`config.mk`:
```
export PLATFORM = sky130hd
export DESIGN_NAME = axi4l_reg_subsys
export DESIGN_NICKNAME = d
export VERILOG_FILES = /design/src/axi4l_pkg.sv /design/src/reg_map_pkg.sv /design/src/axi4l_chan_slice.sv /design/src/axi4l_reg_fsm.sv /design/src/axi4l_reg_slice.sv /design/src/axi4l_reg_subsys.sv /design/src/reg_file.sv /design/src/reg_timer.sv
export SDC_FILE = /design/constraint.sdc
export NUM_CORES = 1
export LEC_CHECK = 0
export BUFFER_PORTS_ARGS = -buffer_cell sky130_fd_sc_hd__clkbuf_2
export CAP_MARGIN = 25
export CORE_UTILIZATION = 50
export CTS_BUF_LIST = sky130_fd_sc_hd__clkbuf_16
export DETAILED_ROUTE_END_ITERATION = 8
export GPL_TIMING_DRIVEN = 0
export PLACE_DENSITY = 0.67
export SETUP_SLACK_MARGIN = 0.15
export SYNTH_ARGS = -nofsm -noshare
export SYNTH_HDL_FRONTEND = slang
export SYNTH_HIERARCHICAL = 1
export SYNTH_SLANG_ARGS = --single-unit
```
`constraint.sdc`:
```
create_clock -name aclk -period 8.49 [get_ports aclk]
set_input_delay 0.849 -clock aclk [delete_from_list [all_inputs] [get_ports aclk]]
set_output_delay 0.849 -clock aclk [all_outputs]
set_load 0.005 [all_outputs]
```
`src/axi4l_pkg.sv`:
```
package axi4l_pkg;

    typedef logic [31:0] addr_t;  // byte address
    typedef logic [31:0] data_t;
    typedef logic [3:0]  strb_t;  // one bit per byte lane
    typedef logic [1:0]  resp_t;
    typedef logic [2:0]  prot_t;

    localparam resp_t RESP_OKAY   = 2'b00;
    localparam resp_t RESP_SLVERR = 2'b10;

    // register stage flavour used on every channel
    typedef enum logic [1:0] {
        SLICE_BYPASS,
        SLICE_LIGHT,
        SLICE_FULL
    } slice_mode_t;

endpackage

```
`src/reg_map_pkg.sv`:
```
package reg_map_pkg;

    localparam axi4l_pkg::addr_t REG_ID      = 32'h0000_0000;
    localparam axi4l_pkg::addr_t REG_SCRATCH = 32'h0000_0004;
    localparam axi4l_pkg::addr_t REG_CTRL    = 32'h0000_0008;
    localparam axi4l_pkg::addr_t REG_COUNT   = 32'h0000_000C;  // read only

    localparam axi4l_pkg::data_t ID_VALUE = 32'h5253_4c43;

    localparam int CTRL_ENABLE_BIT = 0;
    localparam int CTRL_CLEAR_BIT  = 1;  // self clearing

endpackage

```
`src/axi4l_chan_slice.sv`:
```
`timescale 1ns/1ps

module axi4l_chan_slice #(
    parameter axi4l_pkg::slice_mode_t SLICE_MODE = axi4l_pkg::SLICE_FULL,
    parameter int WIDTH = 32
) (
    input  logic             aclk,
    input  logic             rst,
    input  logic             in_valid,
    output logic             in_ready,
    input  logic [WIDTH-1:0] in_data,
    output logic             out_valid,
    input  logic             out_ready,
    output logic [WIDTH-1:0] out_data
);

    if (SLICE_MODE == axi4l_pkg::SLICE_BYPASS) begin : g_bypass
        assign in_ready  = out_ready;
        assign out_valid = in_valid;
        assign out_data  = in_data;
    end else if (SLICE_MODE == axi4l_pkg::SLICE_LIGHT) begin : g_light
        logic             full_q;
        logic             ready_q;
        logic [WIDTH-1:0] data_q;
        logic             in_fire;

        assign in_fire = in_valid && ready_q;  // ready only while empty

        always_ff @(posedge aclk) begin
            if (rst) begin
                full_q  <= 1'b0;
                ready_q <= 1'b0;
            end else if (in_fire) begin
                full_q  <= 1'b1;
                ready_q <= 1'b0;
            end else begin
                if (full_q && out_ready) begin
                    full_q <= 1'b0;
                end
                ready_q <= !full_q || out_ready;
            end
        end

        always_ff @(posedge aclk) begin
            if (in_fire) begin
                data_q <= in_data;
            end
        end

        assign in_ready  = ready_q;
        assign out_valid = full_q;
        assign out_data  = data_q;
    end else begin : g_full
        logic             ready_q;
        logic             out_valid_q;
        logic             skid_valid;
        logic [WIDTH-1:0] out_q;
        logic [WIDTH-1:0] skid_q;
        logic             load_out;
        logic             in_fire;

        assign in_fire  = in_valid && ready_q;
        assign load_out = out_ready || !out_valid_q;  // output register free next edge

        always_ff @(posedge aclk) begin
            if (rst) begin
                ready_q     <= 1'b0;
                out_valid_q <= 1'b0;
                skid_valid  <= 1'b0;
            end else if (load_out) begin
                out_valid_q <= skid_valid || in_fire;
                skid_valid  <= 1'b0;
                ready_q     <= 1'b1;
            end else if (in_fire) begin
                skid_valid <= 1'b1;  // output stalled, park the item
                ready_q    <= 1'b0;
            end else begin
                ready_q <= !skid_valid;
            end
        end

        always_ff @(posedge aclk) begin
            if (load_out && skid_valid) begin
                out_q <= skid_q;
            end else if (load_out && in_fire) begin
                out_q <= in_data;
            end
            if (!load_out && in_fire) begin
                skid_q <= in_data;
            end
        end

        assign in_ready  = ready_q;
        assign out_valid = out_valid_q;
        assign out_data  = out_q;
    end

endmodule

```
`src/axi4l_reg_fsm.sv`:
```
`timescale 1ns/1ps

module axi4l_reg_fsm (
    input  logic             aclk,
    input  logic             rst,
    input  axi4l_pkg::addr_t awaddr,
    input  logic             awvalid,
    output logic             awready,
    input  axi4l_pkg::data_t wdata,
    input  axi4l_pkg::strb_t wstrb,
    input  logic             wvalid,
    output logic             wready,
    output axi4l_pkg::resp_t bresp,
    output logic             bvalid,
    input  logic             bready,
    input  axi4l_pkg::addr_t araddr,
    input  logic             arvalid,
    output logic             arready,
    output axi4l_pkg::data_t rdata,
    output axi4l_pkg::resp_t rresp,
    output logic             rvalid,
    input  logic             rready,
    output logic             wr_en,
    output logic             rd_en,
    output axi4l_pkg::addr_t reg_addr,
    output axi4l_pkg::data_t wr_data,
    output axi4l_pkg::strb_t wr_strb,
    input  axi4l_pkg::data_t rd_data,
    input  logic             access_err
);

    typedef enum logic [1:0] {
        IDLE,
        WRITE_RESP,
        READ_RESP
    } state_t;

    state_t           state;
    axi4l_pkg::resp_t resp_q;
    axi4l_pkg::data_t rdata_q;

    // write needs address and data together, reads wait while either is pending
    assign wr_en   = (state == IDLE) && awvalid && wvalid;
    assign rd_en   = (state == IDLE) && arvalid && !awvalid && !wvalid;
    assign awready = wr_en;
    assign wready  = wr_en;
    assign arready = rd_en;

    assign reg_addr = wr_en ? awaddr : araddr;
    assign wr_data  = wdata;
    assign wr_strb  = wstrb;

    always_ff @(posedge aclk) begin
        if (rst) begin
            state <= IDLE;
        end else begin
            case (state)
                IDLE: begin
                    if (wr_en) begin
                        state <= WRITE_RESP;
                    end else if (rd_en) begin
                        state <= READ_RESP;
                    end
                end
                WRITE_RESP: if (bready) state <= IDLE;
                READ_RESP:  if (rready) state <= IDLE;
                default:    state <= IDLE;
            endcase
        end
    end

    always_ff @(posedge aclk) begin
        if (wr_en || rd_en) begin
            resp_q <= access_err ? axi4l_pkg::RESP_SLVERR : axi4l_pkg::RESP_OKAY;
        end
        if (rd_en) begin
            rdata_q <= rd_data;
        end
    end

    assign bvalid = (state == WRITE_RESP);
    assign rvalid = (state == READ_RESP);
    assign bresp  = resp_q;
    assign rresp  = resp_q;
    assign rdata  = rdata_q;

endmodule

```
`src/axi4l_reg_slice.sv`:
```
`timescale 1ns/1ps

module axi4l_reg_slice #(
    parameter axi4l_pkg::slice_mode_t SLICE_MODE = axi4l_pkg::SLICE_FULL
) (
    input  logic               aclk,
    input  logic               rst,
    // controller side
    input  axi4l_pkg::addr_t   awaddr,
    input  axi4l_pkg::prot_t   awprot,
    input  logic               awvalid,
    output logic               awready,
    input  axi4l_pkg::data_t   wdata,
    input  axi4l_pkg::strb_t   wstrb,
    input  logic               wvalid,
    output logic               wready,
    output axi4l_pkg::resp_t   bresp,
    output logic               bvalid,
    input  logic               bready,
    input  axi4l_pkg::addr_t   araddr,
    input  axi4l_pkg::prot_t   arprot,
    input  logic               arvalid,
    output logic               arready,
    output axi4l_pkg::data_t   rdata,
    output axi4l_pkg::resp_t   rresp,
    output logic               rvalid,
    input  logic               rready,
    // peripheral side
    output logic               p_rst,
    output axi4l_pkg::addr_t   p_awaddr,
    output axi4l_pkg::prot_t   p_awprot,
    output logic               p_awvalid,
    input  logic               p_awready,
    output axi4l_pkg::data_t   p_wdata,
    output axi4l_pkg::strb_t   p_wstrb,
    output logic               p_wvalid,
    input  logic               p_wready,
    input  axi4l_pkg::resp_t   p_bresp,
    input  logic               p_bvalid,
    output logic               p_bready,
    output axi4l_pkg::addr_t   p_araddr,
    output axi4l_pkg::prot_t   p_arprot,
    output logic               p_arvalid,
    input  logic               p_arready,
    input  axi4l_pkg::data_t   p_rdata,
    input  axi4l_pkg::resp_t   p_rresp,
    input  logic               p_rvalid,
    output logic               p_rready
);

    function automatic int reset_stages(input axi4l_pkg::slice_mode_t mode);
        case (mode)
            axi4l_pkg::SLICE_BYPASS : return 0;
            axi4l_pkg::SLICE_LIGHT  : return 1;
            default                 : return 2;
        endcase
    endfunction

    localparam int RST_STAGES = reset_stages(SLICE_MODE);

    axi4l_chan_slice #(.SLICE_MODE(SLICE_MODE), .WIDTH(35)) u_aw_slice (
        .aclk(aclk), .rst(rst),
        .in_valid(awvalid), .in_ready(awready), .in_data({awprot, awaddr}),
        .out_valid(p_awvalid), .out_ready(p_awready), .out_data({p_awprot, p_awaddr})
    );

    axi4l_chan_slice #(.SLICE_MODE(SLICE_MODE), .WIDTH(36)) u_w_slice (
        .aclk(aclk), .rst(rst),
        .in_valid(wvalid), .in_ready(wready), .in_data({wstrb, wdata}),
        .out_valid(p_wvalid), .out_ready(p_wready), .out_data({p_wstrb, p_wdata})
    );

    // response channels run peripheral to controller
    axi4l_chan_slice #(.SLICE_MODE(SLICE_MODE), .WIDTH(2)) u_b_slice (
        .aclk(aclk), .rst(rst),
        .in_valid(p_bvalid), .in_ready(p_bready), .in_data(p_bresp),
        .out_valid(bvalid), .out_ready(bready), .out_data(bresp)
    );

    axi4l_chan_slice #(.SLICE_MODE(SLICE_MODE), .WIDTH(35)) u_ar_slice (
        .aclk(aclk), .rst(rst),
        .in_valid(arvalid), .in_ready(arready), .in_data({arprot, araddr}),
        .out_valid(p_arvalid), .out_ready(p_arready), .out_data({p_arprot, p_araddr})
    );

    axi4l_chan_slice #(.SLICE_MODE(SLICE_MODE), .WIDTH(34)) u_r_slice (
        .aclk(aclk), .rst(rst),
        .in_valid(p_rvalid), .in_ready(p_rready), .in_data({p_rresp, p_rdata}),
        .out_valid(rvalid), .out_ready(rready), .out_data({rresp, rdata})
    );

    if (RST_STAGES == 0) begin : g_rst_direct
        assign p_rst = rst;
    end else begin : g_rst_pipe
        logic [RST_STAGES-1:0] rst_pipe;

        always_ff @(posedge aclk) begin
            rst_pipe[0] <= rst;
            for (int i = 1; i < RST_STAGES; i++) begin
                rst_pipe[i] <= rst_pipe[i-1];
            end
        end

        assign p_rst = rst_pipe[RST_STAGES-1];  // peripheral leaves reset after the slices
    end

endmodule

```
`src/axi4l_reg_subsys.sv`:
```
`timescale 1ns/1ps

module axi4l_reg_subsys #(
    parameter axi4l_pkg::slice_mode_t SLICE_MODE = axi4l_pkg::SLICE_FULL
) (
    input  logic             aclk,
    input  logic             rst,
    input  axi4l_pkg::addr_t awaddr,
    input  axi4l_pkg::prot_t awprot,
    input  logic             awvalid,
    output logic             awready,
    input  axi4l_pkg::data_t wdata,
    input  axi4l_pkg::strb_t wstrb,
    input  logic             wvalid,
    output logic             wready,
    output axi4l_pkg::resp_t bresp,
    output logic             bvalid,
    input  logic             bready,
    input  axi4l_pkg::addr_t araddr,
    input  axi4l_pkg::prot_t arprot,
    input  logic             arvalid,
    output logic             arready,
    output axi4l_pkg::data_t rdata,
    output axi4l_pkg::resp_t rresp,
    output logic             rvalid,
    input  logic             rready
);

    logic             p_rst;
    axi4l_pkg::addr_t p_awaddr;
    logic             p_awvalid;
    logic             p_awready;
    axi4l_pkg::data_t p_wdata;
    axi4l_pkg::strb_t p_wstrb;
    logic             p_wvalid;
    logic             p_wready;
    axi4l_pkg::resp_t p_bresp;
    logic             p_bvalid;
    logic             p_bready;
    axi4l_pkg::addr_t p_araddr;
    logic             p_arvalid;
    logic             p_arready;
    axi4l_pkg::data_t p_rdata;
    axi4l_pkg::resp_t p_rresp;
    logic             p_rvalid;
    logic             p_rready;

    logic             wr_en;
    logic             rd_en;
    axi4l_pkg::addr_t reg_addr;
    axi4l_pkg::data_t wr_data;
    axi4l_pkg::strb_t wr_strb;
    axi4l_pkg::data_t rd_data;
    logic             access_err;
    logic             timer_enable;
    logic             timer_clear;
    axi4l_pkg::data_t count;

    axi4l_reg_slice #(.SLICE_MODE(SLICE_MODE)) u_slice (
        .aclk(aclk), .rst(rst),
        .awaddr(awaddr), .awprot(awprot), .awvalid(awvalid), .awready(awready),
        .wdata(wdata), .wstrb(wstrb), .wvalid(wvalid), .wready(wready),
        .bresp(bresp), .bvalid(bvalid), .bready(bready),
        .araddr(araddr), .arprot(arprot), .arvalid(arvalid), .arready(arready),
        .rdata(rdata), .rresp(rresp), .rvalid(rvalid), .rready(rready),
        .p_rst(p_rst),
        .p_awaddr(p_awaddr), .p_awprot(), .p_awvalid(p_awvalid), .p_awready(p_awready),
        .p_wdata(p_wdata), .p_wstrb(p_wstrb), .p_wvalid(p_wvalid), .p_wready(p_wready),
        .p_bresp(p_bresp), .p_bvalid(p_bvalid), .p_bready(p_bready),
        .p_araddr(p_araddr), .p_arprot(), .p_arvalid(p_arvalid), .p_arready(p_arready),
        .p_rdata(p_rdata), .p_rresp(p_rresp), .p_rvalid(p_rvalid), .p_rready(p_rready)
    );  // prot has no meaning for this peripheral

    axi4l_reg_fsm u_fsm (
        .aclk(aclk), .rst(p_rst),
        .awaddr(p_awaddr), .awvalid(p_awvalid), .awready(p_awready),
        .wdata(p_wdata), .wstrb(p_wstrb), .wvalid(p_wvalid), .wready(p_wready),
        .bresp(p_bresp), .bvalid(p_bvalid), .bready(p_bready),
        .araddr(p_araddr), .arvalid(p_arvalid), .arready(p_arready),
        .rdata(p_rdata), .rresp(p_rresp), .rvalid(p_rvalid), .rready(p_rready),
        .wr_en(wr_en), .rd_en(rd_en), .reg_addr(reg_addr),
        .wr_data(wr_data), .wr_strb(wr_strb),
        .rd_data(rd_data), .access_err(access_err)
    );

    reg_file u_regs (
        .aclk(aclk), .rst(p_rst),
        .wr_en(wr_en), .rd_en(rd_en), .reg_addr(reg_addr),
        .wr_data(wr_data), .wr_strb(wr_strb),
        .rd_data(rd_data), .access_err(access_err),
        .timer_enable(timer_enable), .timer_clear(timer_clear),
        .count(count)
    );

    reg_timer u_timer (
        .aclk(aclk), .rst(p_rst),
        .enable(timer_enable), .clear(timer_clear),
        .count(count)
    );

endmodule

```
`src/reg_file.sv`:
```
`timescale 1ns/1ps

module reg_file (
    input  logic             aclk,
    input  logic             rst,
    input  logic             wr_en,
    input  logic             rd_en,
    input  axi4l_pkg::addr_t reg_addr,
    input  axi4l_pkg::data_t wr_data,
    input  axi4l_pkg::strb_t wr_strb,
    output axi4l_pkg::data_t rd_data,
    output logic             access_err,
    output logic             timer_enable,
    output logic             timer_clear,
    input  axi4l_pkg::data_t count
);

    axi4l_pkg::data_t scratch_q;
    logic             enable_q;

    always_ff @(posedge aclk) begin
        if (rst) begin
            scratch_q   <= '0;
            enable_q    <= 1'b0;
            timer_clear <= 1'b0;
        end else begin
            timer_clear <= 1'b0;
            if (wr_en && reg_addr == reg_map_pkg::REG_SCRATCH) begin
                for (int b = 0; b < 4; b++) begin
                    if (wr_strb[b]) begin
                        scratch_q[8*b +: 8] <= wr_data[8*b +: 8];
                    end
                end
            end
            if (wr_en && reg_addr == reg_map_pkg::REG_CTRL && wr_strb[0]) begin
                enable_q    <= wr_data[reg_map_pkg::CTRL_ENABLE_BIT];
                timer_clear <= wr_data[reg_map_pkg::CTRL_CLEAR_BIT];  // one cycle pulse
            end
        end
    end

    always_comb begin
        rd_data    = '0;
        access_err = 1'b0;
        case (reg_addr)
            reg_map_pkg::REG_ID: begin
                rd_data    = reg_map_pkg::ID_VALUE;
                access_err = wr_en;  // read only
            end
            reg_map_pkg::REG_SCRATCH: rd_data = scratch_q;
            reg_map_pkg::REG_CTRL:    rd_data[reg_map_pkg::CTRL_ENABLE_BIT] = enable_q;
            reg_map_pkg::REG_COUNT: begin
                rd_data    = count;
                access_err = wr_en;
            end
            default: access_err = wr_en || rd_en;
        endcase
    end

    assign timer_enable = enable_q;

endmodule

```
`src/reg_timer.sv`:
```
`timescale 1ns/1ps

module reg_timer (
    input  logic             aclk,
    input  logic             rst,
    input  logic             enable,
    input  logic             clear,
    output axi4l_pkg::data_t count
);

    always_ff @(posedge aclk) begin
        if (rst) begin
            count <= '0;
        end else if (clear) begin
            count <= '0;  // clear beats enable
        end else if (enable) begin
            count <= count + 32'd1;
        end
    end

endmodule

```
---- Word level (Yosys, flattened, before mapping) ----
Cells that the tools add are included.
cells by class
  mux-type cells .......................... 30
  equality and inequality tests ........... 8
  reduce and logical (&&, ||, !) cells .... 75
  add/subtract/negate cells ............... 1
  bitwise operators ....................... 1
operators by type and width
  kind                     number
  $mux W32                 5
  $pmux W31 S3             1
  $mux W36                 2
  $mux W34                 2
  $eq A32 B4 Y1 const B    2
  $add A32 B1 Y32 const B  1
  $eq A32 B3 Y1 const B    1
  $logic_not A32 Y1        1
  $logic_and A1 B1 Y1      28
  $reduce_or A2 Y1         9
  $logic_not A1 Y1         15
  $mux W2                  7
  $logic_or A1 B1 Y1       11
  $mux W1                  10
  $reduce_bool A2 Y1       5
  $reduce_and A2 Y1        4
  $pmux W2 S3              1
  $ne A2 B1 Y1 const B     2
  $pmux W1 S4              1
  $ne A3 B1 Y1 const B     1
  $reduce_and A3 Y1        1
  $eq A2 B1 Y1 const B     1
  $eq A2 B2 Y1 const B     1
  $logic_not A2 Y1         1
  other kinds (2)          2
word-level totals
  bits in registers ....................... 391
  input port bits ......................... 113
  logic and storage cells ................. 151

---- Depth between registers and ports, before layout ----
Gate-level depths: netlist of the first run.
  word-level depth ........................ 9
  depth in mapped cells ................... 11
  gate-level depth less buffers ........... 6

---- Cells and area by module ----
Netlist of the first run, hierarchy kept.
by module, submodules not included
  module                                     area each (µm²)  sequential area each (µm²)  cells an instance  instances
  axi4l_chan_slice (u_slice.u_ar_slice ...)  2801.4           2162.1                      122                2
  axi4l_chan_slice (u_slice.u_w_slice)       2872.8           2222.1                      125                1
  axi4l_chan_slice (u_slice.u_r_slice)       2730.1           2102.0                      119                1
  reg_file                                   2366.0           680.7                       269                1
  axi4l_reg_fsm                              1978.1           1031.0                      126                1
  reg_timer                                  1560.2           640.6                       173                1
  axi4l_chan_slice (u_slice.u_b_slice)       274.0            180.2                       20                 1
  axi4l_reg_slice                            40.0             40.0                        2                  1

---- Worst setup path before layout of the first run ----
OpenSTA, ideal clock, no wires.
  path type ............................... register to register
  from .................................... register u_slice.u_ar_slice.g_full.out_valid_q (netlist: u_slice/u_ar_slice/out_valid)
  to ...................................... register u_slice.u_ar_slice.g_full.out_q[0] (netlist: u_slice/u_ar_slice/out_data[0]), enable pin
  stages on the path, launching flop included .. 5
  arrival ................................. 5.168 ns
  slack ................................... 2.883 ns
  library setup time ...................... 0.439 ns
  buffers on the path ..................... 0
  cell sequence ........................... dfxtp_1 or3b_2 nor3_1 inv_1 a21oi_1
between the ends
  word-level cells in the longest chain between the ends .. 6
ends and longest elaborated chain
  what                                           line                                            RTL
  from (decl)                                    axi4l_chan_slice.sv:55                          logic out_valid_q;
  from (signal assigned)                         axi4l_chan_slice.sv:71                          out_valid_q <= skid_valid || in_fire;
  $logic_and A1 B1 Y1 (*) (3 in a row)           axi4l_reg_fsm.sv:44                             assign rd_en = (state == IDLE) && arvalid && !awvalid && !wvalid;
  net p_arready                                  axi4l_reg_subsys.sv:42                          logic p_arready;
  $logic_or A1 B1 Y1 (*)                         axi4l_chan_slice.sv:63                          assign load_out = out_ready || !out_valid_q;
  $logic_and A1 B1 Y1, on equally long branches  axi4l_chan_slice.sv:83, axi4l_chan_slice.sv:85
  $reduce_bool A2 Y1 (no source line) (*)        -
  to (signal assigned)                           axi4l_chan_slice.sv:84                          out_q <= skid_q;
  to (signal assigned)                           axi4l_chan_slice.sv:86                          out_q <= in_data;
  to (decl)                                      axi4l_chan_slice.sv:57                          logic [WIDTH-1:0] out_q;
Mark *: on every way through the listed nets, which the timed path passes. The rest lies on a longest branch.
A chain may end at the register's enable or synchronous reset.

---- Final worst setup path of the first run ----
  from .................................... register u_slice.u_w_slice.g_full.out_valid_q (netlist: u_slice/u_w_slice/out_valid)
  to ...................................... register u_fsm.rdata_q[0] (netlist: u_fsm/rdata[0]) (data pin)
between the ends
  word-level cells in the longest chain between the ends .. 4
ends and longest elaborated chain
  what                                         line                    RTL
  from (decl)                                  axi4l_chan_slice.sv:55
  from (signal assigned)                       axi4l_chan_slice.sv:71
  $logic_and A1 B1 Y1 (*)                      axi4l_reg_fsm.sv:43     assign wr_en = (state == IDLE) && awvalid && wvalid;
  net p_awready                                axi4l_reg_subsys.sv:32  logic p_awready;
  $mux W32 (*)                                 axi4l_reg_fsm.sv:49     assign reg_addr = wr_en ? awaddr : araddr;
  net reg_addr[26]                             axi4l_reg_subsys.sv:50  axi4l_pkg::addr_t reg_addr;
  $eq A32 B4 Y1, or another cell as far along  reg_file.sv:45          case (reg_addr)
  $pmux W1 S4 (*)                              reg_file.sv:45
  net rd_data[0]                               axi4l_reg_subsys.sv:53  axi4l_pkg::data_t rd_data;
  to (signal assigned)                         axi4l_reg_fsm.sv:77     rdata_q <= rd_data;
  to (decl)                                    axi4l_reg_fsm.sv:40     axi4l_pkg::data_t rdata_q;
Marks and branches as above.

==> results by group, run 1 <==
GRT
  – Gr usage total: 0.182
  – Vias in the first global route: 8858
  – Initial antenna violation count: 1
  – First-pass GRT wire length: 48800 um
  – Grt ovf: 0
  – Largest net degree at the start of global routing: 35

Detailed routing
  – Avg WL per Cell: 17.6 um
  – Drc violations: 0
  – DR iter-0 viols: 572
  – TritonRoute pass-1 iters: 5
  – Via/cell ratio: 5.21
  – Vias after detailed routing: 9063
  – Final ANT Viol Nets: 0
  – Routed wire length: 30600 um

Floorplanning
  – Num rows: 67
  – DIE AREA: 0.0347 mm2
  – IO Pins: 154
  – Die width: 186 um
  – Initial Util: 0.508
  – Die H: 186 um
  – Core Area: 0.0334 mm2

Outcome
  – Outcome: finished, final reports clean

STA
  – Period utilization: 0.383
  – Fmax: 308 MHz
  – Final worst slack: 5.24 ns
  – Total negative slack: 0 ns
  – Unrepaired setup endpoints after global routing: no
  – Slew @ Worst Pin: 0.917 ns
  – Max-slew headroom: 0.387
  – Slew Viols, Final: 0
  – Post-Route Skew: 0.0219 ns
  – Final Hold Viols: 0
  – Finish-stage setup viols: 0
  – Fin crit period: 3.25 ns

Clocking
  – Clock Latency Late Sink: 0.52 ns
  – Hold buffers post-CTS: 0
  – # clock sinks: 390
  – CTS root buffer: clkbuf_16
  – CTS-repair resized insts: 0
  – Post-CTS Setup Repair Bufs: 0
  – Clock-pin slew on the worst setup and hold paths: 0.06 ns
  – CTS buffer count: 40
  – CTS tree: built
  – H-Tree Level Count: 2
  – Max clock buf depth: 3

Finish
  – Final Non-Filler Cells: 1740
  – Share of cells above drive strength 1: 0.390
  – Nets: 1373
  – Area grow syn2layout: 16.2%
  – Final instance area: 0.0197 mm2

Pwr
  – Max VDD drop: 0.170 mV
  – Power density cells: 202 mW/mm2
  – Leakage power: 7.43 nW

Critical path
  – Data required time of the critical path: 8.75 ns
  – Critical Path Fanout Max: 13
  – Setup CP Type: reg2reg
  – Arrival time worst endpoint: 3.51 ns
  – Setup crit end kind: register
  – Startpoint Class: register

Placement
  – PortBufs: 147
  – Placed insts: 1665
  – Detailed Place HPWL: 21400 um
  – Routability Congestion: 0.819
  – Pre-CTS setup slack: 5.26 ns
  – Dpl cell area: 0.0185 mm2

Synthesis
  – Synthesis warning total: 6
  – Mean Syn Cell Area: 16.0 um2
  – Synthesized cell area: 0.0170 mm2
  – Synthesized instance count: 1060

Hold path
  – Hold WC Path Type: reg2reg

Job
  – Max_cap viols: 0
[worst max-delay path, stage by stage (launching register included)]
cell and delay [ns]:
dfxtp_1 0.50, nor4bb_2 0.37, buf_6 0.21, buf_12 0.17, mux2_4 0.33, nor4_4 0.40, and4_1 0.28, buf_4 0.19
nand2_2 0.11, a221oi_1 0.42
[layer usage]
metal | vias to the layer above | GRT usage | wire (um)
met5 | - | 0 | 0
met2 | 213 | 0.280 | 13900
met4 | 0 | 0.0531 | 617
met1 | 4370 | 0.266 | 14700
met3 | 45 | 0.0273 | 1300
li1 | 4435 | - | -
[power by group]
| group | internal (mW) | switching, mW |
|---|---|---|
| registers | 2.12 | 0.0223 |
| clock network | 0.905 | 0.687 |
| logic | 0.130 | 0.115 |
[state kept, by name, indices dropped and copies added (netlist names), 2 cells and up]
| signal | flops |
|---|---|
| u_slice/u_b_slice/g_full.skid_q | 2 |
| u_slice/u_w_slice/g_full.skid_q | 36 |
| u_fsm/rdata | 32 |
| u_slice/u_aw_slice/out_data | 32 |
| u_regs/scratch_q | 32 |
| u_slice/g_rst_pipe.rst_pipe | 2 |
| u_slice/u_b_slice/out_data | 2 |
| u_timer/count | 32 |
| u_slice/u_r_slice/g_full.skid_q | 34 |
| u_fsm/state | 2 |
| u_slice/u_ar_slice/out_data | 32 |
| u_slice/u_aw_slice/g_full.skid_q | 32 |
| u_slice/u_r_slice/out_data | 34 |
| u_slice/u_w_slice/out_data | 36 |
| u_slice/u_ar_slice/g_full.skid_q | 32 |
[worst paths after layout]
kind	cells past startpoint	slack, ns	to	startpoint
max	9	5.24	u_fsm/rdata[0]	u_slice/u_w_slice/out_valid
min reg2reg	0	0.33	u_slice/g_rst_pipe.rst_pipe[1]	u_slice/g_rst_pipe.rst_pipe[0]
max reg2reg	9	5.24	u_fsm/rdata[0]	u_slice/u_w_slice/out_valid
min	0	0.33	u_slice/g_rst_pipe.rst_pipe[1]	u_slice/g_rst_pipe.rst_pipe[0]
[through the flow]
stage,utilization,total power [mW],hold slack (ns)
floorplan,-,2.35,0.310
global placement,0.547,2.42,0.310
detailed placement,0.554,2.43,0.331
CTS,0.590,4.03,0.345
global route,0.590,4.13,0.346
finish,0.590,3.98,0.335
[area by class of cell]
| cell class | instances | area (um2) |
|---|---|---|
| Fill cell | 2647 | 13700 |
| Sequential cell | 390 | 10900 |
| Antenna cell | 1 | 2.50 |
| Multi-Input combinational cell | 567 | 5330 |
| Inverter | 9 | 33.8 |
| Buffer | 95 | 838 |
| Tap cell | 448 | 561 |
| Clock buffer | 41 | 1030 |
| Timing Repair Buffer | 156 | 906 |
| Clock inverter | 33 | 171 |
[placed cells by master (no fill, tap or decap), types with 6 or more instances in the layout]
master,instances
edfxtp_1,305
clkbuf_2,147
mux2_4,146
dfxtp_1,85
nor2_1,59
a21oi_1,52
buf_4,51
clkbuf_16,41
o31ai_1,34
nand4_1,34
mux2i_1,31
nand2_1,28
buf_12,22
mux2_2,22
inv_1,21
clkbuf_1,18
nand2b_1,18
nand3_1,13
clkinv_1,12
a221oi_2,10
or4_1,10
and3_1,9
xor2_1,9
or3_1,8
nor4_4,7
o21ai_0,7
and4_1,6
buf_2,6
nor3_1,6
Note: power is estimated with default switching activity, not from simulation.
==> run 2: changes to the inputs <==
--- a/config.mk
+++ b/config.mk
@@ -5,6 +5,7 @@
 export SDC_FILE = /design/constraint.sdc
 export NUM_CORES = 1
 export LEC_CHECK = 0
+export ABC_AREA = 1
 export BUFFER_PORTS_ARGS = -buffer_cell sky130_fd_sc_hd__clkbuf_2
 export CAP_MARGIN = 25
 export CORE_UTILIZATION = 50
==> constraint.sdc (replaced) <==
create_clock -name aclk -period 3.4 [get_ports aclk]
set_input_delay 0.34 -clock aclk [delete_from_list [all_inputs] [get_ports aclk]]
set_output_delay 0.34 -clock aclk [all_outputs]
set_load 0.005 [all_outputs]
==> results by group, run 2 <==
Synthesis
  – Mean Syn Cell Area: 10.1 um2 (-37%)
  – Synthesized instance count: 1667 (+57%)
  – Synthesis warning total: 6 (unchanged)
  – Synthesized cell area: 0.0169 mm2 (-0.55%)

Pwr
  – Leakage power: 8.11 nW (+9.2%)
  – Max VDD drop: 0.405 mV (+140%)
  – Power Total: 10.1 mW (+150%)
  – Power density cells: 514 mW/mm2 (+150%)

Finish
  – Most common cell after layout, fill and taps aside: nand2_1
  – N_diodes: 0 (-1)
  – Nets: 1987 (+45%)
  – Util after Layout: 0.600 (+0.0105)
  – Final Non-Filler Cells: 2342 (+35%)
  – Fillers: 2783 (+5.1%)
  – Most frequent cells in the layout: nand2_1 (525), edfxtp_1 (305), nand3_1 (177)
  – Share of cells above drive strength 1: 0.204 (-0.185)
  – Area grow syn2layout: 16.8%
  – Final instance area: 0.0197 mm2 (about the same)

Critical path
  – Critical Path Fanout Max: 13 (unchanged)
  – Flop2flop setup slack: 0.57 ns (-4.67 ns)
  – Data required time of the critical path: 3.59 ns (-5.16 ns)
  – Critical path capture point: u_fsm/rdata[25]
  – Startpoint Class: register
  – Setup crit end kind: register
  – R2r worst-path depth: 13 (+4)
  – Arrival time worst endpoint: 3.02 ns (-0.49 ns)
  – RR Endpoint: u_fsm/rdata[25]
  – Worst r2r src: u_slice/u_w_slice/out_valid
  – Setup CP Type: reg2reg
  – Setup crit start: u_slice/u_w_slice/out_valid

Clocking
  – CTS tree: built
  – H-Tree Level Count: 2 (unchanged)
  – CTS-repair resized insts: 0 (unchanged)
  – Clock Latency Late Sink: 0.52 ns (about the same)
  – Clock-pin slew on the worst setup and hold paths: 0.06 ns (about the same)
  – # clock sinks: 390 (unchanged)
  – Post-CTS Setup Repair Bufs: 0 (unchanged)
  – CTS buffer count: 40 (unchanged)
  – Max clock buf depth: 3 (unchanged)
  – CTS root buffer: clkbuf_16

STA
  – Max-slew headroom: 0.318 (-0.0695)
  – WHS: 0.0187 ns (-0.316 ns)
  – Slew @ Worst Pin: 1.02 ns (+0.104 ns)
  – Finish-stage setup viols: 0 (unchanged)
  – Slew Viols, Final: 0 (unchanged)
  – Final Hold Viols: 0 (unchanged)
  – Fmax: 353 MHz (+15%)
  – Fin crit period: 2.83 ns (-0.416 ns)
  – Period utilization: 0.833 (+0.450)
  – Final worst slack: 0.567 ns (-4.67 ns)
  – Post-Route Skew: 0.0173 ns (-0.00460 ns)
  – Unrepaired setup endpoints after global routing: no
  – Total negative slack: 0 ns (unchanged)

GRT
  – Gr usage total: 0.209 (+0.0271)
  – Vias in the first global route: 10798 (+22%)
  – Largest net degree at the start of global routing: 37 (+5.7%)
  – First-pass GRT wire length: 56000 um (+15%)
  – Initial antenna violation count: 0 (-1)
  – Grt ovf: 0 (unchanged)

Floorplanning
  – DIE AREA: 0.0345 mm2 (-0.55%)
  – Initial Util: 0.514 (+0.00613)
  – IO Pins: 154 (unchanged)
  – Die width: 186 um (-0.27%)
  – Die H: 186 um (-0.27%)
  – Core Area: 0.0329 mm2 (-1.7%)
  – Num rows: 66 (-1.5%)

Detailed routing
  – DR iter-0 viols: 880 (+54%)
  – Drc violations: 0 (unchanged)
  – Via/cell ratio: 4.88 (-6.4%)
  – Routed wire length: 34700 um (+14%)
  – Vias after detailed routing: 11419 (+26%)
  – TritonRoute pass-1 iters: 5 (unchanged)
  – Avg WL per Cell: 14.8 um (-16%)
  – Final ANT Viol Nets: 0 (unchanged)

Job
  – Max_cap viols: 0 (unchanged)

Outcome
  – Outcome: finished, final reports clean

Placement
  – Routability Congestion: 0.899 (+9.8%)
  – Pre-CTS setup slack: 0.636 ns (-4.62 ns)
  – PortBufs: 147 (unchanged)
  – Detailed Place HPWL: 25100 um (+17%)
  – Dpl cell area: 0.0183 mm2 (-1.0%)
  – Placed insts: 2260 (+36%)

Hold path
  – Hold WC Path Type: in2reg
[run 2: how the worst min path moves through the flow]
stage                                              start                                    to  slack [ns]  cells after the start
after floorplan           u_slice/g_rst_pipe.rst_pipe[0]        u_slice/g_rst_pipe.rst_pipe[1]        0.31                      0
after global placement    u_slice/g_rst_pipe.rst_pipe[0]        u_slice/g_rst_pipe.rst_pipe[1]        0.31                      0
after detailed placement  u_slice/g_rst_pipe.rst_pipe[0]        u_slice/g_rst_pipe.rst_pipe[1]        0.31                      0
after CTS                                     awaddr[12]  u_slice/u_aw_slice/g_full.skid_q[12]      0.0005                      1
after global routing                          araddr[14]  u_slice/u_ar_slice/g_full.skid_q[14]       0.003                      1
final                                         awaddr[18]  u_slice/u_aw_slice/g_full.skid_q[18]        0.02                      1
[run 2: cell type report]
type | instances | area, um2 | area share
multi-input combinational | 1027 | 4740 | 0.240
buffer | 113 | 842 | 0.0427
timing repair buffer | 163 | 958 | 0.0486
clock buffer | 41 | 1030 | 0.0520
tap | 442 | 553 | 0.0280
sequential | 390 | 10900 | 0.550
clock inverter | 28 | 229 | 0.0116
inverter | 138 | 524 | 0.0266
[run 2: worst max-delay path, cell delays in order, from the launching register on]
cell,delay (ns)
dfxtp_1,0.48
nand3_2,0.24
clkinv_2,0.17
buf_6,0.19
nand2_1,0.08
nand2_1,0.06
nor2_1,0.04
nand2_1,0.09
nor2_1,0.04
nand2_1,0.16
nor2_1,0.13
inv_1,0.11
clkbuf_1,0.46
nand3_1,0.26
[run 2: metal layers]
metal / up-vias / share of wire / global-route usage
li1: 5888 / - / -
met1: 5125 / 0.49 / 0.314
met2: 357 / 0.42 / 0.313
met3: 49 / 0.062 / 0.0327
met4: 0 / 0.022 / 0.0554
met5: - / 0 / 0
[run 2: report_power, final]
part	switching (mW)	leakage, nW	internal [mW]
Clock	1.71	0.628	2.48
Sequential	0.0629	3.44	5.31
Combinational	0.345	4.05	0.229
[run 2: repair_timing]
action,4_1_cts,5_1_grt
endpoints found under the hold margin,11,1
setup endpoints to repair,0,0
hold buffers,11,1
==> run 3: changes to the inputs <==
==> constraint.sdc (replaced) <==
create_clock -name aclk -period 2.95 [get_ports aclk]
set_input_delay 0.295 -clock aclk [delete_from_list [all_inputs] [get_ports aclk]]
set_output_delay 0.295 -clock aclk [all_outputs]
set_load 0.005 [all_outputs]
==> results by group, run 3 (same netlist as run 2, synthesis figures left out) <==
Detailed routing
  – Vias after detailed routing: 11914 (+4.3%)
  – Drc violations: 0 (unchanged)
  – Routed wire length: 36400 um (+4.7%)
  – DR iter-0 viols: 986 (+12%)
  – Avg WL per Cell: 15.0 um (+0.85%)
  – Via/cell ratio: 4.90 (+0.47%)
  – TritonRoute pass-1 iters: 6 (+1)
  – Final ANT Viol Nets: 0 (unchanged)

Pwr
  – Leakage power: 8.49 nW (+4.7%)
  – Max VDD drop: 0.342 mV (-16%)
  – Power density cells: 571 mW/mm2 (+11%)
  – Power Total: 11.8 mW (+16%)

GRT
  – First-pass GRT wire length: 58500 um (+4.5%)
  – Global routing's busiest layer: met2
  – Initial antenna violation count: 0 (unchanged)
  – Met1 Track Usage GR: 0.318 (+0.00396)
  – Vias in the first global route: 11443 (+6.0%)
  – Met2 usage: 0.338 (+0.0246)
  – M3 GR Usage: 0.0297 (-0.00293)
  – Largest net degree at the start of global routing: 37 (unchanged)
  – Grt ovf: 0 (unchanged)
  – Gr usage total: 0.217 (+0.00859)

Floorplanning
  – Initial Util: 0.514 (unchanged)
  – Die H: 186 um (unchanged)
  – Die width: 186 um (unchanged)
  – Num rows: 66 (unchanged)
  – IO Pins: 154 (unchanged)
  – Core Area: 0.0329 mm2 (unchanged)
  – DIE AREA: 0.0345 mm2 (unchanged)

Placement
  – Detailed Place HPWL: 25200 um (+0.67%)
  – Routability Congestion: 0.871 (-3.0%)
  – PortBufs: 147 (unchanged)
  – Pre-CTS setup slack: 0.163 ns (-0.473 ns)

Hold path
  – Hold WC Path Type: in2reg
  – Min-delay src: bready
  – WHS Path Cells: 4 (+3)

Critical path
  – RR Endpoint: u_fsm/rdata[9]
  – Critical path capture point: u_fsm/rdata[9]
  – Worst r2r src: u_fsm/state[1]
  – Data required time of the critical path: 3.30 ns (-0.29 ns)
  – Setup crit start: u_fsm/state[1]
  – Flop2flop setup slack: 0.31 ns (-0.25 ns)
  – Slowest stage delay, CP: 0.34 ns (-0.14 ns)
  – Startpoint Class: register
  – Setup crit end kind: register
  – CP Cell Sequence: nor2_2 > nand3_2 > buf_2 > nand2_1 > nand2_1 > nor2_1 > nand2_1 > nor2_1 > nand2_1 > nor2_2 > buf_2 > a22o_1
  – Setup CP Type: reg2reg
  – Most common cell on crit path: nand2_1
  – Worst path slowest cell: buf_2
  – Arrival time worst endpoint: 2.99 ns (-0.03 ns)
  – Critical Path Fanout Max: 10 (-3)
  – R2r worst-path depth: 12 (-1)

Clocking
  – CTS root buffer: clkbuf_16
  – H-Tree Level Count: 2 (unchanged)
  – CTS buffer count: 40 (unchanged)
  – # clock sinks: 390 (unchanged)
  – Clock Latency Late Sink: 0.52 ns (about the same)
  – Clock-pin slew on the worst setup and hold paths: 0.06 ns (about the same)
  – Max clock buf depth: 3 (unchanged)
  – CTS tree: built

STA
  – Total negative slack: 0 ns (unchanged)
  – Final worst slack: 0.313 ns (-0.255 ns)
  – Fmax: 379 MHz (+7.4%)
  – Period utilization: 0.894 (+0.0609)
  – Max-slew headroom: 0.332 (+0.0142)
  – Finish-stage setup viols: 0 (unchanged)
  – Fin crit period: 2.64 ns (-0.195 ns)
  – Slew @ Worst Pin: 1.00 ns (-0.0212 ns)
  – Final Hold Viols: 0 (unchanged)
  – Slew Viols, Final: 0 (unchanged)
  – Unrepaired setup endpoints after global routing: yes
  – Post-Route Skew: 0.0118 ns (-0.00555 ns)
  – WHS: 0.0901 ns (+0.0714 ns)

Finish
  – Nets: 2075 (+4.4%)
  – Most frequent cells in the layout: nand2_1 (525), edfxtp_1 (305), nand3_1 (177)
  – N_diodes: 0 (unchanged)
  – Area grow syn2layout: 22.1%
  – Share of cells above drive strength 1: 0.198 (-0.00622)
  – Most common cell after layout, fill and taps aside: nand2_1

Job
  – Max_cap viols: 0 (unchanged)

Outcome
  – Outcome: finished, final reports clean
==> run 3: cell count changes in the layout (fill, tap and decap cells not counted), sizes merged <==
| cell | delta |
|---|---|
| buf | -1 |
| clkbuf | +3 |
| dlygate4sd3 | +88 |
| bufinv | -2 |
| inv | +2 |
==> run 3: through the flow <==
stage	util	instances	area, um2
5_1_grt	0.627	2432	20600
2_1_floorplan	-	1668	16900
3_5_place_dp	0.558	2260	18300
6_report	0.627	2432	20600
4_1_cts	0.626	2430	20600
3_3_place_gp	0.554	2257	18200
==> run 3: layout make-up <==
cell class	instances	area, um2
Buffer	113	846
Clock buffer	43	1080
Clock inverter	28	184
Fill cell	2708	12300
Inverter	138	524
Multi-Input combinational cell	1027	4740
Sequential cell	390	10900
Tap cell	442	553
Timing Repair Buffer	251	1830
==> run 3: how the worst min path moves through the flow <==
stage / end / slack (ns)
floorplan: u_slice/g_rst_pipe.rst_pipe[1] / 0.31
global placement: u_slice/g_rst_pipe.rst_pipe[1] / 0.31
detailed placement: u_slice/g_rst_pipe.rst_pipe[1] / 0.32
CTS: u_slice/u_aw_slice/g_full.skid_q[5] / 0.004
global route: u_slice/u_b_slice/g_full.skid_valid / 0.09
finish: u_slice/u_b_slice/g_full.skid_valid / 0.09
==> run 3: power breakdown <==
| group | total (mW) | switching, mW | internal [mW] | leakage [nW] |
|---|---|---|---|---|
| registers | 6.20 | 0.0740 | 6.12 | 3.44 |
| logic | 0.752 | 0.419 | 0.333 | 4.42 |
| clock network | 4.82 | 2.01 | 2.80 | 0.641 |
==> run 3: critical path, delay by kind of cell (launching register included) <==
kind | cells | cell delay (ns)
AND/OR/NAND/NOR | 9 | 1.29
flip-flops | 1 | 0.33
buffers and inverters | 2 | 0.60
AO/OA/AOI/OAI | 1 | 0.24
==> run 3: layer usage <==
| metal | part of all wire | routed length (um) |
|---|---|---|
| met1 | 0.48 | 17300 |
| met2 | 0.45 | 16300 |
| met3 | 0.057 | 2070 |
| met4 | 0.019 | 705 |
| met5 | 0 | 0 |
==> run 3: timing repair <==
item / 4_1_cts / 5_1_grt
hold buffers: 99 / 1
hold endpoints to repair: 99 / 1
buffers inserted: 0 / 1
endpoints found under the setup margin: 1 / 69
pin swaps: 0 / 1
resized for setup: 1 / 2
